$ cat src/common/uartPkg.sv
`default_nettype none

package uartPkg;

	//////////////////////////////////////////////////
	// Bit timing and frame format.
	//////////////////////////////////////////////////

	// Width of cyclesPerBit and the bit timing counters.
	localparam int CLOCK_SCALE_BITS = 16;

	// Data bits per frame, 8N1 only.
	localparam int DATA_BITS = 8;

	//////////////////////////////////////////////////
	// Hub sizing.
	//////////////////////////////////////////////////

	// Serial inputs feeding the hub.
	localparam int NUM_CHANNELS = 2;

	// Default entries per channel queue.
	localparam int FIFO_DEPTH = 4;

	// Credits held by the merger after reset.
	localparam int MAX_CREDITS = 4;
	// Must hold 0 to MAX_CREDITS.
	localparam int CREDIT_BITS = 3;

	// One byte as seen by a receiver.
	typedef struct packed {
		logic [DATA_BITS-1:0] data;
		logic framingError;
	} rxByte_t;

	// One tagged word towards the consumer.
	typedef struct packed {
		logic channel;
		logic [DATA_BITS-1:0] data;
		logic framingError;
	} hubWord_t;

endpackage

`default_nettype wire
$ cat src/rtl/uartHub.sv
`timescale 1ns/10ps
`default_nettype none

module uartHub (
	input wire clk,
	input wire rst,
	input wire [uartPkg::CLOCK_SCALE_BITS-1:0] cyclesPerBit,
	input wire [uartPkg::NUM_CHANNELS-1:0] rx,
	input wire creditReturn,
	output uartPkg::hubWord_t outWord,
	output logic outValid,
	output logic [uartPkg::NUM_CHANNELS-1:0] overflow
);
	import uartPkg::*;

	// Receiver to queue.
	rxByte_t rxByte0, rxByte1;
	logic byteValid0, byteValid1;
	// Queue heads to merger.
	rxByte_t headByte0, headByte1;
	logic notEmpty0, notEmpty1;
	logic pop0, pop1;

	//////////////////////////////////////////////////
	// Channel 0.
	//////////////////////////////////////////////////

	uartRx rx0 (
		.clk(clk), .rst(rst), .cyclesPerBit(cyclesPerBit), .rx(rx[0]),
		.rxByte(rxByte0), .byteValid(byteValid0)
	);

	rxFifo #(.depth(FIFO_DEPTH)) fifo0 (
		.clk(clk), .rst(rst), .writeByte(rxByte0), .write(byteValid0),
		.pop(pop0), .headByte(headByte0), .notEmpty(notEmpty0),
		.overflow(overflow[0])
	);

	//////////////////////////////////////////////////
	// Channel 1.
	//////////////////////////////////////////////////

	uartRx rx1 (
		.clk(clk), .rst(rst), .cyclesPerBit(cyclesPerBit), .rx(rx[1]),
		.rxByte(rxByte1), .byteValid(byteValid1)
	);

	rxFifo #(.depth(FIFO_DEPTH)) fifo1 (
		.clk(clk), .rst(rst), .writeByte(rxByte1), .write(byteValid1),
		.pop(pop1), .headByte(headByte1), .notEmpty(notEmpty1),
		.overflow(overflow[1])
	);

	// Round robin towards the consumer.
	channelMerger merger0 (
		.clk(clk), .rst(rst),
		.headByte0(headByte0), .headByte1(headByte1),
		.notEmpty0(notEmpty0), .notEmpty1(notEmpty1),
		.pop0(pop0), .pop1(pop1),
		.creditReturn(creditReturn),
		.outWord(outWord), .outValid(outValid)
	);

endmodule

`default_nettype wire

$ cat src/rtl/channelMerger.sv
`timescale 1ns/10ps
`default_nettype none

module channelMerger (
	input wire clk,
	input wire rst,
	input wire uartPkg::rxByte_t headByte0,
	input wire uartPkg::rxByte_t headByte1,
	input wire notEmpty0,
	input wire notEmpty1,
	output logic pop0,
	output logic pop1,
	// One pulse gives back one credit.
	input wire creditReturn,
	output uartPkg::hubWord_t outWord,
	output logic outValid
);
	import uartPkg::*;

	logic [CREDIT_BITS-1:0] credits;
	// Channel preferred when both queues hold data.
	logic rrNext;
	logic pick;
	logic anyReady;
	logic hasCredit;
	logic send;
	rxByte_t picked;

	//////////////////////////////////////////////////
	// Channel selection.
	//////////////////////////////////////////////////

	assign anyReady = notEmpty0 || notEmpty1;
	assign hasCredit = (credits != '0);
	assign send = anyReady && hasCredit;

	// Round robin on contention, otherwise whichever has data.
	always_comb begin
		if (notEmpty0 && notEmpty1) begin
			pick = rrNext;
		end else begin
			pick = notEmpty1;
		end
	end

	assign picked = pick ? headByte1 : headByte0;

	// Pop only the queue we take from.
	assign pop0 = send && !pick;
	assign pop1 = send && pick;

	//////////////////////////////////////////////////
	// Credits and output register.
	//////////////////////////////////////////////////

	always_ff @(posedge clk) begin
		if (rst) begin
			outValid <= 1'b0;
			rrNext <= 1'b0;
			credits <= CREDIT_BITS'(MAX_CREDITS);
		end else begin
			outValid <= send;
			// Hand priority to the other channel.
			if (send) begin
				rrNext <= !pick;
			end
			// Send and return together cancel out.
			case ({send, creditReturn})
				2'b10: credits <= credits - 1'b1;
				2'b01: credits <= credits + 1'b1;
				default: credits <= credits;
			endcase
		end
	end

	// Tagged word.
	always_ff @(posedge clk) begin
		if (send) begin
			outWord.channel <= pick;
			outWord.data <= picked.data;
			outWord.framingError <= picked.framingError;
		end
	end

	// Consumer must not return more than it received.
	creditLimit: assert property (@(posedge clk) disable iff (rst)
		int'(credits) <= MAX_CREDITS)
		else $error("credit count above limit");

endmodule

`default_nettype wire

$ cat src/uartRx/rxFifo.sv
`timescale 1ns/10ps
`default_nettype none

module rxFifo #(
	parameter int depth = uartPkg::FIFO_DEPTH
) (
	input wire clk,
	input wire rst,
	input wire uartPkg::rxByte_t writeByte,
	input wire write,
	input wire pop,
	output uartPkg::rxByte_t headByte,
	output logic notEmpty,
	output logic overflow
);
	import uartPkg::*;

	rxByte_t mem [depth];
	logic [$clog2(depth)-1:0] readPtr;
	logic [$clog2(depth)-1:0] writePtr;
	logic [$clog2(depth+1)-1:0] fill;
	logic full;
	logic accept;

	// Wrap a pointer at the end of the buffer.
	function automatic logic [$clog2(depth)-1:0] nextPtr(
		input logic [$clog2(depth)-1:0] ptr
	);
		if (int'(ptr) == depth - 1) begin
			return '0;
		end
		return ptr + 1'b1;
	endfunction

	assign full = (int'(fill) == depth);
	assign notEmpty = (fill != '0);
	// Writes into a full queue are lost.
	assign accept = write && !full;

	// Head is read straight from storage.
	assign headByte = mem[readPtr];

	always_ff @(posedge clk) begin
		if (accept) begin
			mem[writePtr] <= writeByte;
		end
	end

	always_ff @(posedge clk) begin
		if (rst) begin
			readPtr <= '0;
			writePtr <= '0;
			fill <= '0;
			overflow <= 1'b0;
		end else begin
			if (accept) begin
				writePtr <= nextPtr(writePtr);
			end
			if (pop) begin
				readPtr <= nextPtr(readPtr);
			end
			case ({accept, pop})
				2'b10: fill <= fill + 1'b1;
				2'b01: fill <= fill - 1'b1;
				default: fill <= fill;
			endcase
			// Sticky until reset.
			if (write && full) begin
				overflow <= 1'b1;
			end
		end
	end

	// The merger only pops a queue it has seen non-empty.
	popNotEmpty: assert property (@(posedge clk) disable iff (rst)
		pop |-> notEmpty)
		else $error("pop on an empty queue");

endmodule

`default_nettype wire

$ cat src/uartRx/uartRx.sv
`timescale 1ns/10ps
`default_nettype none

module uartRx (
	input wire clk,
	input wire rst,
	// Clock cycles per bit minus one.
	input wire [uartPkg::CLOCK_SCALE_BITS-1:0] cyclesPerBit,
	input wire rx,
	output uartPkg::rxByte_t rxByte,
	output logic byteValid
);
	import uartPkg::*;

	// Receiver phases.
	typedef enum logic [2:0] {
		stateIdle,
		stateStartCheck,
		stateData,
		stateStop,
		stateWaitHigh
	} rxState_t;

	rxState_t state;
	logic [CLOCK_SCALE_BITS-1:0] delayCount;
	logic [CLOCK_SCALE_BITS-1:0] halfBit;
	logic [$clog2(DATA_BITS)-1:0] bitCount;
	logic [DATA_BITS-1:0] shiftReg;
	logic [1:0] rxSync;
	logic rxLine;
	logic halfDone;
	logic fullDone;
	logic sampleData;
	logic sampleStop;

	//////////////////////////////////////////////////
	// Line synchronizer.
	//////////////////////////////////////////////////

	// Two flops, idle line is high.
	always_ff @(posedge clk) begin
		if (rst) begin
			rxSync <= 2'b11;
		end else begin
			rxSync <= {rxSync[0], rx};
		end
	end

	assign rxLine = rxSync[1];

	// Half a bit lands on the middle of the start bit.
	assign halfBit = cyclesPerBit >> 1;
	assign halfDone = (delayCount == halfBit);
	// A full bit is cyclesPerBit + 1 clocks.
	assign fullDone = (delayCount == cyclesPerBit);

	assign sampleData = (state == stateData) && fullDone;
	assign sampleStop = (state == stateStop) && fullDone;

	//////////////////////////////////////////////////
	// Frame FSM.
	//////////////////////////////////////////////////

	always_ff @(posedge clk) begin
		if (rst) begin
			state <= stateIdle;
			delayCount <= '0;
			bitCount <= '0;
			byteValid <= 1'b0;
		end else begin
			byteValid <= 1'b0;
			case (state)
				stateIdle: begin
					delayCount <= '0;
					bitCount <= '0;
					// Falling edge starts a frame.
					if (!rxLine) begin
						state <= stateStartCheck;
					end
				end
				stateStartCheck: begin
					if (halfDone) begin
						delayCount <= '0;
						// Line back high at mid start bit is a glitch.
						state <= rxLine ? stateIdle : stateData;
					end else begin
						delayCount <= delayCount + 1'b1;
					end
				end
				stateData: begin
					if (fullDone) begin
						delayCount <= '0;
						bitCount <= bitCount + 1'b1;
						if (int'(bitCount) == DATA_BITS - 1) begin
							state <= stateStop;
						end
					end else begin
						delayCount <= delayCount + 1'b1;
					end
				end
				stateStop: begin
					if (fullDone) begin
						delayCount <= '0;
						byteValid <= 1'b1;
						state <= stateWaitHigh;
					end else begin
						delayCount <= delayCount + 1'b1;
					end
				end
				stateWaitHigh: begin
					// A low stop bit keeps us here until the line recovers.
					if (rxLine) begin
						state <= stateIdle;
					end
				end
				default: begin
					state <= stateIdle;
				end
			endcase
		end
	end

	// Data shifts in LSB first, stop bit judged at its middle.
	always_ff @(posedge clk) begin
		if (sampleData) begin
			shiftReg <= {rxLine, shiftReg[DATA_BITS-1:1]};
		end
		if (sampleStop) begin
			rxByte.data <= shiftReg;
			rxByte.framingError <= !rxLine;
		end
	end

endmodule

`default_nettype wire

$ cat config.mk
export PLATFORM = sky130hd
export DESIGN_NAME = uartHub
export DESIGN_NICKNAME = d
export VERILOG_FILES = /design/src/common/uartPkg.sv /design/src/rtl/uartHub.sv /design/src/rtl/channelMerger.sv /design/src/uartRx/rxFifo.sv /design/src/uartRx/uartRx.sv
export SDC_FILE = /design/constraint.sdc
export NUM_CORES = 1
export LEC_CHECK = 0
export ABC_AREA = 1
export BUFFER_PORTS_ARGS = -buffer_cell sky130_fd_sc_hd__buf_2
export CAP_MARGIN = 15
export CORE_UTILIZATION = 35
export CTS_CLUSTER_SIZE = 28
export DETAILED_ROUTE_END_ITERATION = 6
export HOLD_SLACK_MARGIN = 0.1
export MAX_ROUTING_LAYER = met4
export PLACE_DENSITY = 0.5
export SYNTH_ARGS = -nofsm -noshare
export SYNTH_HDL_FRONTEND = slang
export SYNTH_SLANG_ARGS = --single-unit
$ cat constraint.sdc
create_clock -name clk -period 2.35 [get_ports clk]
set_input_delay 0.1175 -clock clk [delete_from_list [all_inputs] [get_ports clk]]
set_output_delay 0.1175 -clock clk [all_outputs]
set_load 0.03 [all_outputs]
# --- Word level (Yosys, flattened, before mapping) ---
# Memory sizes are Yosys's and may differ from the RTL's. A register that Yosys moved wholly into a read port is not among the register bits.
# Index checks and enable logic that the tools add are counted.
op_classes:
  addsub: 14
  n_eq_ne: 38
  muxes: 61
  n_bitwise: 2
  n_reduce_logical: 38
op_table:
  columns: ["operator", "n"]
  rows:
  - ["$pmux 16 s3", 2]
  - ["$mux 16", 4]
  - ["$mux 3", 14]
  - ["$add 16x1->16 const B", 2]
  - ["$eq 16x15->1", 2]
  - ["$eq 16x16->1", 2]
  - ["$pmux 3 s2", 5]
  - ["$pmux 3 s5", 2]
  - ["$mux 2", 14]
  - ["$mux 1", 19]
  - ["$ne 2x1->1 const B", 8]
  - ["$add 3x1->3 const B", 5]
  - ["$reduce_bool 3->1", 5]
  - ["$eq 2x1->1 const B", 7]
  - ["$eq 3x1->1 const B", 4]
  - ["$eq 3x2->1 const B", 4]
  - ["$eq 3x3->1 const B", 4]
  - ["$logic_and 1x1->1", 12]
  - ["$reduce_and 6->1", 2]
  - ["$reduce_bool 2->1", 5]
  - ["$mux 9", 1]
  - ["$sub 3x1->3 const B", 3]
  - ["$add 2x1->2 const B", 4]
  - ["$ne 2x2->1 const B", 4]
  - ["other kinds (7)", 19]
totals:
  regBits: 115
  ramBits: 72
  input_bits: 21
  output_inout_bits: 13
  n_memories: 2
mem_list:
  columns: ["name", "words", "width", "read_ports", "rd_clocked_by_memory_dff", "wr", "line", "text"]
  rows:
  - ["fifo0.mem", 4, 9, 1, 1, 1, "rxFifo.sv:18", "rxByte_t mem [depth];"]
  - ["fifo1.mem", 4, 9, 1, 1, 1, "rxFifo.sv:18", null]

# --- Longest topological paths before layout ---
depth:
  word_depth: 10
  depth_mapped: 15
  ltp_nobuf: 13

# --- Modules after synthesis ---
# A second synthesis with hierarchy kept.
unflattened:
  cells_unflattened: 1135
  hier_area_um2: 9665.5
by_module_without_submodules:
  columns: ["mod", "n_inst", "cells_per_inst", "area_each_um2", "seq_area_each_um2"]
  rows:
  - ["uartRx at rx1", 1, 394, 2646.3, 1011.0]
  - ["uartRx at rx0", 1, 359, 2423.6, 1011.0]
  - ["rxFifo at fifo0", 1, 157, 1960.6, 1281.2]
  - ["rxFifo at fifo1", 1, 149, 1944.4, 1281.2]
  - ["channelMerger", 1, 76, 690.7, 400.4]

# --- Worst setup path after synthesis ---
# Ideal clock, no wire load.
synth_path:
  kind: "register to register"
  startpoint: "register fifo1.fill[1]"
  endpoint: "register fifo0.fill[2]"
  t_arrival_ns: 2.493
  required_time_ns: 2.228
  path_slack_ns: -0.265
  stages_incl_launch_ff: 12
  cell_sequence: "dfxtp_1 > nor3_1 > a21oi_1 > inv_1 > nor2_1 > ha_1 > inv_1 > fa_1 > a21oi_1 > o21ai_0 > o21ai_0 > a21oi_1"
synth_via:
  elab_cells_between_ends: 11
  classes_between: "eq/ne (2); mux (2); reduce/logical (7)"
synth_rtl:
  columns: ["item", "line", "text"]
  rows:
  - ["start: declaration", "rxFifo.sv:21", "logic [$clog2(depth+1)-1:0] fill;"]
  - ["start signal: assignment", "rxFifo.sv:63", "2'b10: fill <= fill + 1'b1;"]
  - ["start signal: assignment", "rxFifo.sv:64", "2'b01: fill <= fill - 1'b1;"]
  - ["start signal: assignment", "rxFifo.sv:65", "default: fill <= fill;"]
  - ["$reduce_bool 3->1 (*)", "rxFifo.sv:36", "assign notEmpty = (fill != '0);"]
  - ["$logic_or 1x1->1 (*)", "channelMerger.sv:33", "assign anyReady = notEmpty0 || notEmpty1;"]
  - ["$logic_and 1x1->1 (*)", "channelMerger.sv:35", "assign send = anyReady && hasCredit;"]
  - ["via merger0.send", "channelMerger.sv:26", "logic send;"]
  - ["$logic_and 1x1->1 (*)", "channelMerger.sv:49", "assign pop0 = send && !pick;"]
  - ["$eq 2x1->1 / $eq 2x2->1 (equally long branches)", "rxFifo.sv:62", "case ({accept, pop})"]
  - ["$pmux 3 s2 / $reduce_bool 2->1 (equally long branches)", null, null]
  - ["end signal: assignment", "rxFifo.sv:63", null]
  - ["end signal: assignment", "rxFifo.sv:64", null]
  - ["end signal: assignment", "rxFifo.sv:65", null]
  - ["end: declaration", "rxFifo.sv:21", null]
# Mark *: on every way through the listed nets, which the timed path passes. The rest lies on a longest branch.
# A chain may end at the register's enable or synchronous reset.

# --- Worst setup path after layout ---
layout_path:
  startpoint: "register fifo0.fill[1]"
  endpoint: "register fifo1.fill[2]"
layout_via:
  elab_chain_cells: 6
  elab_cells_between_ends: 10
  classes_between: "eq/ne (2); mux (2); reduce/logical (6)"
layout_lines:
  columns: ["item", "line", "text"]
  rows:
  - ["$reduce_bool 3->1 (*)", "rxFifo.sv:36", null]
  - ["$logic_and 1x1->1 (*)", "channelMerger.sv:39", "if (notEmpty0 && notEmpty1) begin"]
  - ["$mux 1 (*)", "channelMerger.sv:39", null]
  - ["via merger0.pick", "channelMerger.sv:23", "logic pick;"]
  - ["$logic_and 1x1->1 (*)", "channelMerger.sv:50", "assign pop1 = send && pick;"]
  - ["$eq 2x1->1 / $eq 2x2->1 (equally long branches)", "rxFifo.sv:62", null]
  - ["$pmux 3 s2 / $reduce_bool 2->1 (equally long branches)", null, null]
# Marked as above.

==> results_dict.tcl <==
set metrics [dict create \
    outcome "finished, final reports clean" \
    async_reset_ff_share_pct 0 \
    crit_family "simple AND/OR/NAND/NOR gates" \
    clkLatencyLatePin_ps 440 \
    ys_seq_area_share_pct 54.5 \
    die_height_um 164 \
    final_cell_mix "nand2_1 (373), nor2_1 (159), inv_1 (130)" \
    grt_max_degree 49 \
    root_buffer "clkbuf_16" \
    clkTransAtPathRegs_ps 80 \
    r2r_start "fifo0.fill[1]$_SDFFE_PP0P_" \
    fmax_ghz 0.472 \
    cts_sinks 191 \
    nets 1211 \
    synth_nets 1148 \
    netlist_area_um2 9140 \
    gp_congestion 0.827 \
    period_share_pct 90.1 \
    final_common_cell "nand2_1" \
    fin_skew_ps 15.4 \
    slew_headroom_pct 61.1 \
    firstDrtPassIters 5 \
    dp_hpwl_um 14100 \
    ir_drop_v 0.000643 \
    grt_overflow 0 \
    powerDensity_nw_per_um2 856 \
    cts_buffers 17 \
    yosys_most_used_dff "edfxtp_1" \
    fin_util_pct 41.6 \
    grt_pass1_wl_um 32300 \
    drive_gt1_share_pct 11.2 \
    end_kind "flop" \
    synth_edf_count 116 \
    rsz0062_at_grt "no" \
    cap_violations 0 \
    cts_tree "yes" \
    drc_errors 0 \
    avgSynthCellArea_um2 8.27 \
    crit_fanout 5 \
    start_util_pct 36.0 \
    area_growth_pct 15.6 \
    crit_path_start "fifo0.fill[1]$_SDFFE_PP0P_" \
    io_pins 34 \
    placed_cells 1473 \
    worst_pin_slew_ps 583 \
    die_area_um2 26800 \
    die_x_um 164 \
    crit_chain "nor3_2 > nor2_1 > nor2_2 > nand2_1 > inv_2 > ha_1 > inv_1 > fa_1 > a21oi_1 > o21ai_0 > o21ai_0 > a21oi_1" \
    htree_num_levels 4 \
    routed_wl_um 19700 \
    grt_pass1_vias 6552 \
    max_stage_delay_ps 370 \
    synth_cell_types 33 \
    ys_ff_latch 191 \
    holdCritPathClass "in -> reg" \
    path_class "reg -> reg" \
    drt_iter0_markers 342 \
    wl_per_cell_um 13.0 \
    std_cell_rows 58 \
    grt_usage_pct 15.9 \
    path_buf_inv 2 \
    coreArea_um2 25400 \
    netlist_instances 1105 \
    clockBufferDepth 2 \
    final-hold-violation-count 0 \
    slew_violations 0 \
    startpoint_type "flop" \
    route.antenna.remaining_nets 0 \
    port_buffers 33 \
    dr_total_vias 6874 \
    p_leak_nw 4.65 \
    post-route-min-period_ps 2120 \
    min_from "creditReturn" \
    yosysWarnings 0 \
    viasPerCell 4.54 \
    crit_required_ps 2660 \
    setup-tns-final_ps 0 \
    slowest_stage "fa_1" \
    setup_violations 0 \
    fin_cells 1513 \
    worst-endpoint-arrival_ps 2430 \
    antenna_found_initial 2 \
]
-- worst min-delay path: stages --
cell	delay, ps
buf_2	100
ha_1	170
xor2_1	70
nor2_1	70
-- synth_stat cells (2+ instances only) --
cell type,number,area (µm²)
nand2_1,373,1400
nor2_1,160,601
inv_1,131,492
edfxtp_1,116,3480
dfxtp_1,75,1500
o21ai_0,52,260
a21oi_1,29,145
xor2_1,26,228
ha_1,19,238
clkbuf_1,16,60.1
nand3_1,15,75.1
nor3_1,15,75.1
a31oi_1,9,56.3
nand4_1,9,56.3
o32ai_1,9,78.8
inv_2,8,30.0
buf_2,5,25.0
or2_2,4,25.0
buf_4,3,22.5
clkinv_1,3,11.3
fa_1,3,60.1
nand2_4,3,33.8
nor2_2,3,18.8
a211oi_1,2,15.0
a21boi_0,2,15.0
buf_1,2,7.51
buf_6,2,22.5
nand2_2,2,12.5
nor3_2,2,20.0
o211a_1,2,20.0
o21ai_1,2,10.0
o31ai_2,2,25.0
-- kinds of logic (layout without fill, tap and decap cells) --
group	count (synthesis)	count (layout)	synth area share, %
other	0	2	0
buffers and inverters	170	246	7.34
adder cells (fa/ha/maj)	22	22	3.26
XOR/XNOR	26	26	2.49
AO/OA/AOI/OAI	109	109	6.84
flip-flops	191	191	54.5
AND/OR/NAND/NOR	587	587	25.5
-- metal layers --
layer / part of all wire, % / GRT usage (%) / vias to the layer above
met5: 0 / - / -
met4: 0.51 / 3.16 / 0
met3: 3.2 / 3.48 / 6
met2: 49 / 27.3 / 93
met1: 47 / 19.1 / 3141
li1: - / - / 3634
-- worst paths after layout --
path / end / slack, ps / depth (start not counted)
worst max-delay path: fifo1.fill[2]$_SDFFE_PP0P_ / 230 / 12
worst min-delay path: merger0.credits[0]$_SDFFE_PP0P_ / 150 / 4
worst max register to register: fifo1.fill[2]$_SDFFE_PP0P_ / 230 / 12
worst min register to register: rx0.rxSync[1]$_SDFF_PP1_ / 420 / 1
-- state kept, by name, indices dropped and copies added (netlist names), 3 cells and up, named ones only --
| name | count |
|---|---|
| fifo0.fill | 3 |
| fifo0.mem | 36 |
| fifo1.fill | 3 |
| fifo1.mem | 36 |
| merger0.credits | 3 |
| merger0.outWord | 10 |
| rx0.bitCount | 3 |
| rx0.delayCount | 16 |
| rx0.rxByte | 9 |
| rx0.shiftReg | 8 |
| rx0.state | 3 |
| rx1.bitCount | 3 |
| rx1.delayCount | 16 |
| rx1.rxByte | 9 |
| rx1.shiftReg | 8 |
| rx1.state | 3 |
-- where the power goes --
group          switching (mW)  internal, mW
sequential              0.150          3.81
combinational            1.31         0.642
clock                    1.53          1.59
total                    2.99          6.05
-- layout make-up --
class / instances / area (µm²)
sequential: 191 / 4990
multi-input combinational: 744 / 3520
clock buffer: 17 / 425
tap: 330 / 413
antenna: 2 / 5.00
inverter: 142 / 533
clock inverter: 15 / 215
timing repair buffer: 72 / 465
fill: 2604 / 14800
-- repair_timing --
action                     4_1_cts  5_1_grt
setup buffers                    0        3
hold endpoints to repair         3        0
hold buffers                     3        0
setup endpoints to repair        0        3
gates resized for setup          0        8
-- per-stage QoR --
step | area [µm²] | power (mW) | worst slack [ps] | hold WS (ps)
2_1_floorplan | 9140 | 5.44 | 1.14 | 221
3_3_place_gp | 9830 | 5.96 | 127 | 305
3_5_place_dp | 9830 | 5.96 | 76.8 | 311
4_1_cts | 10500 | 9.12 | 50.7 | 147
5_1_grt | 10600 | 9.56 | 30.2 | 169
6_report | 10600 | 9.04 | 232 | 147
No activity file was read; power rests on OpenSTA's default activity.
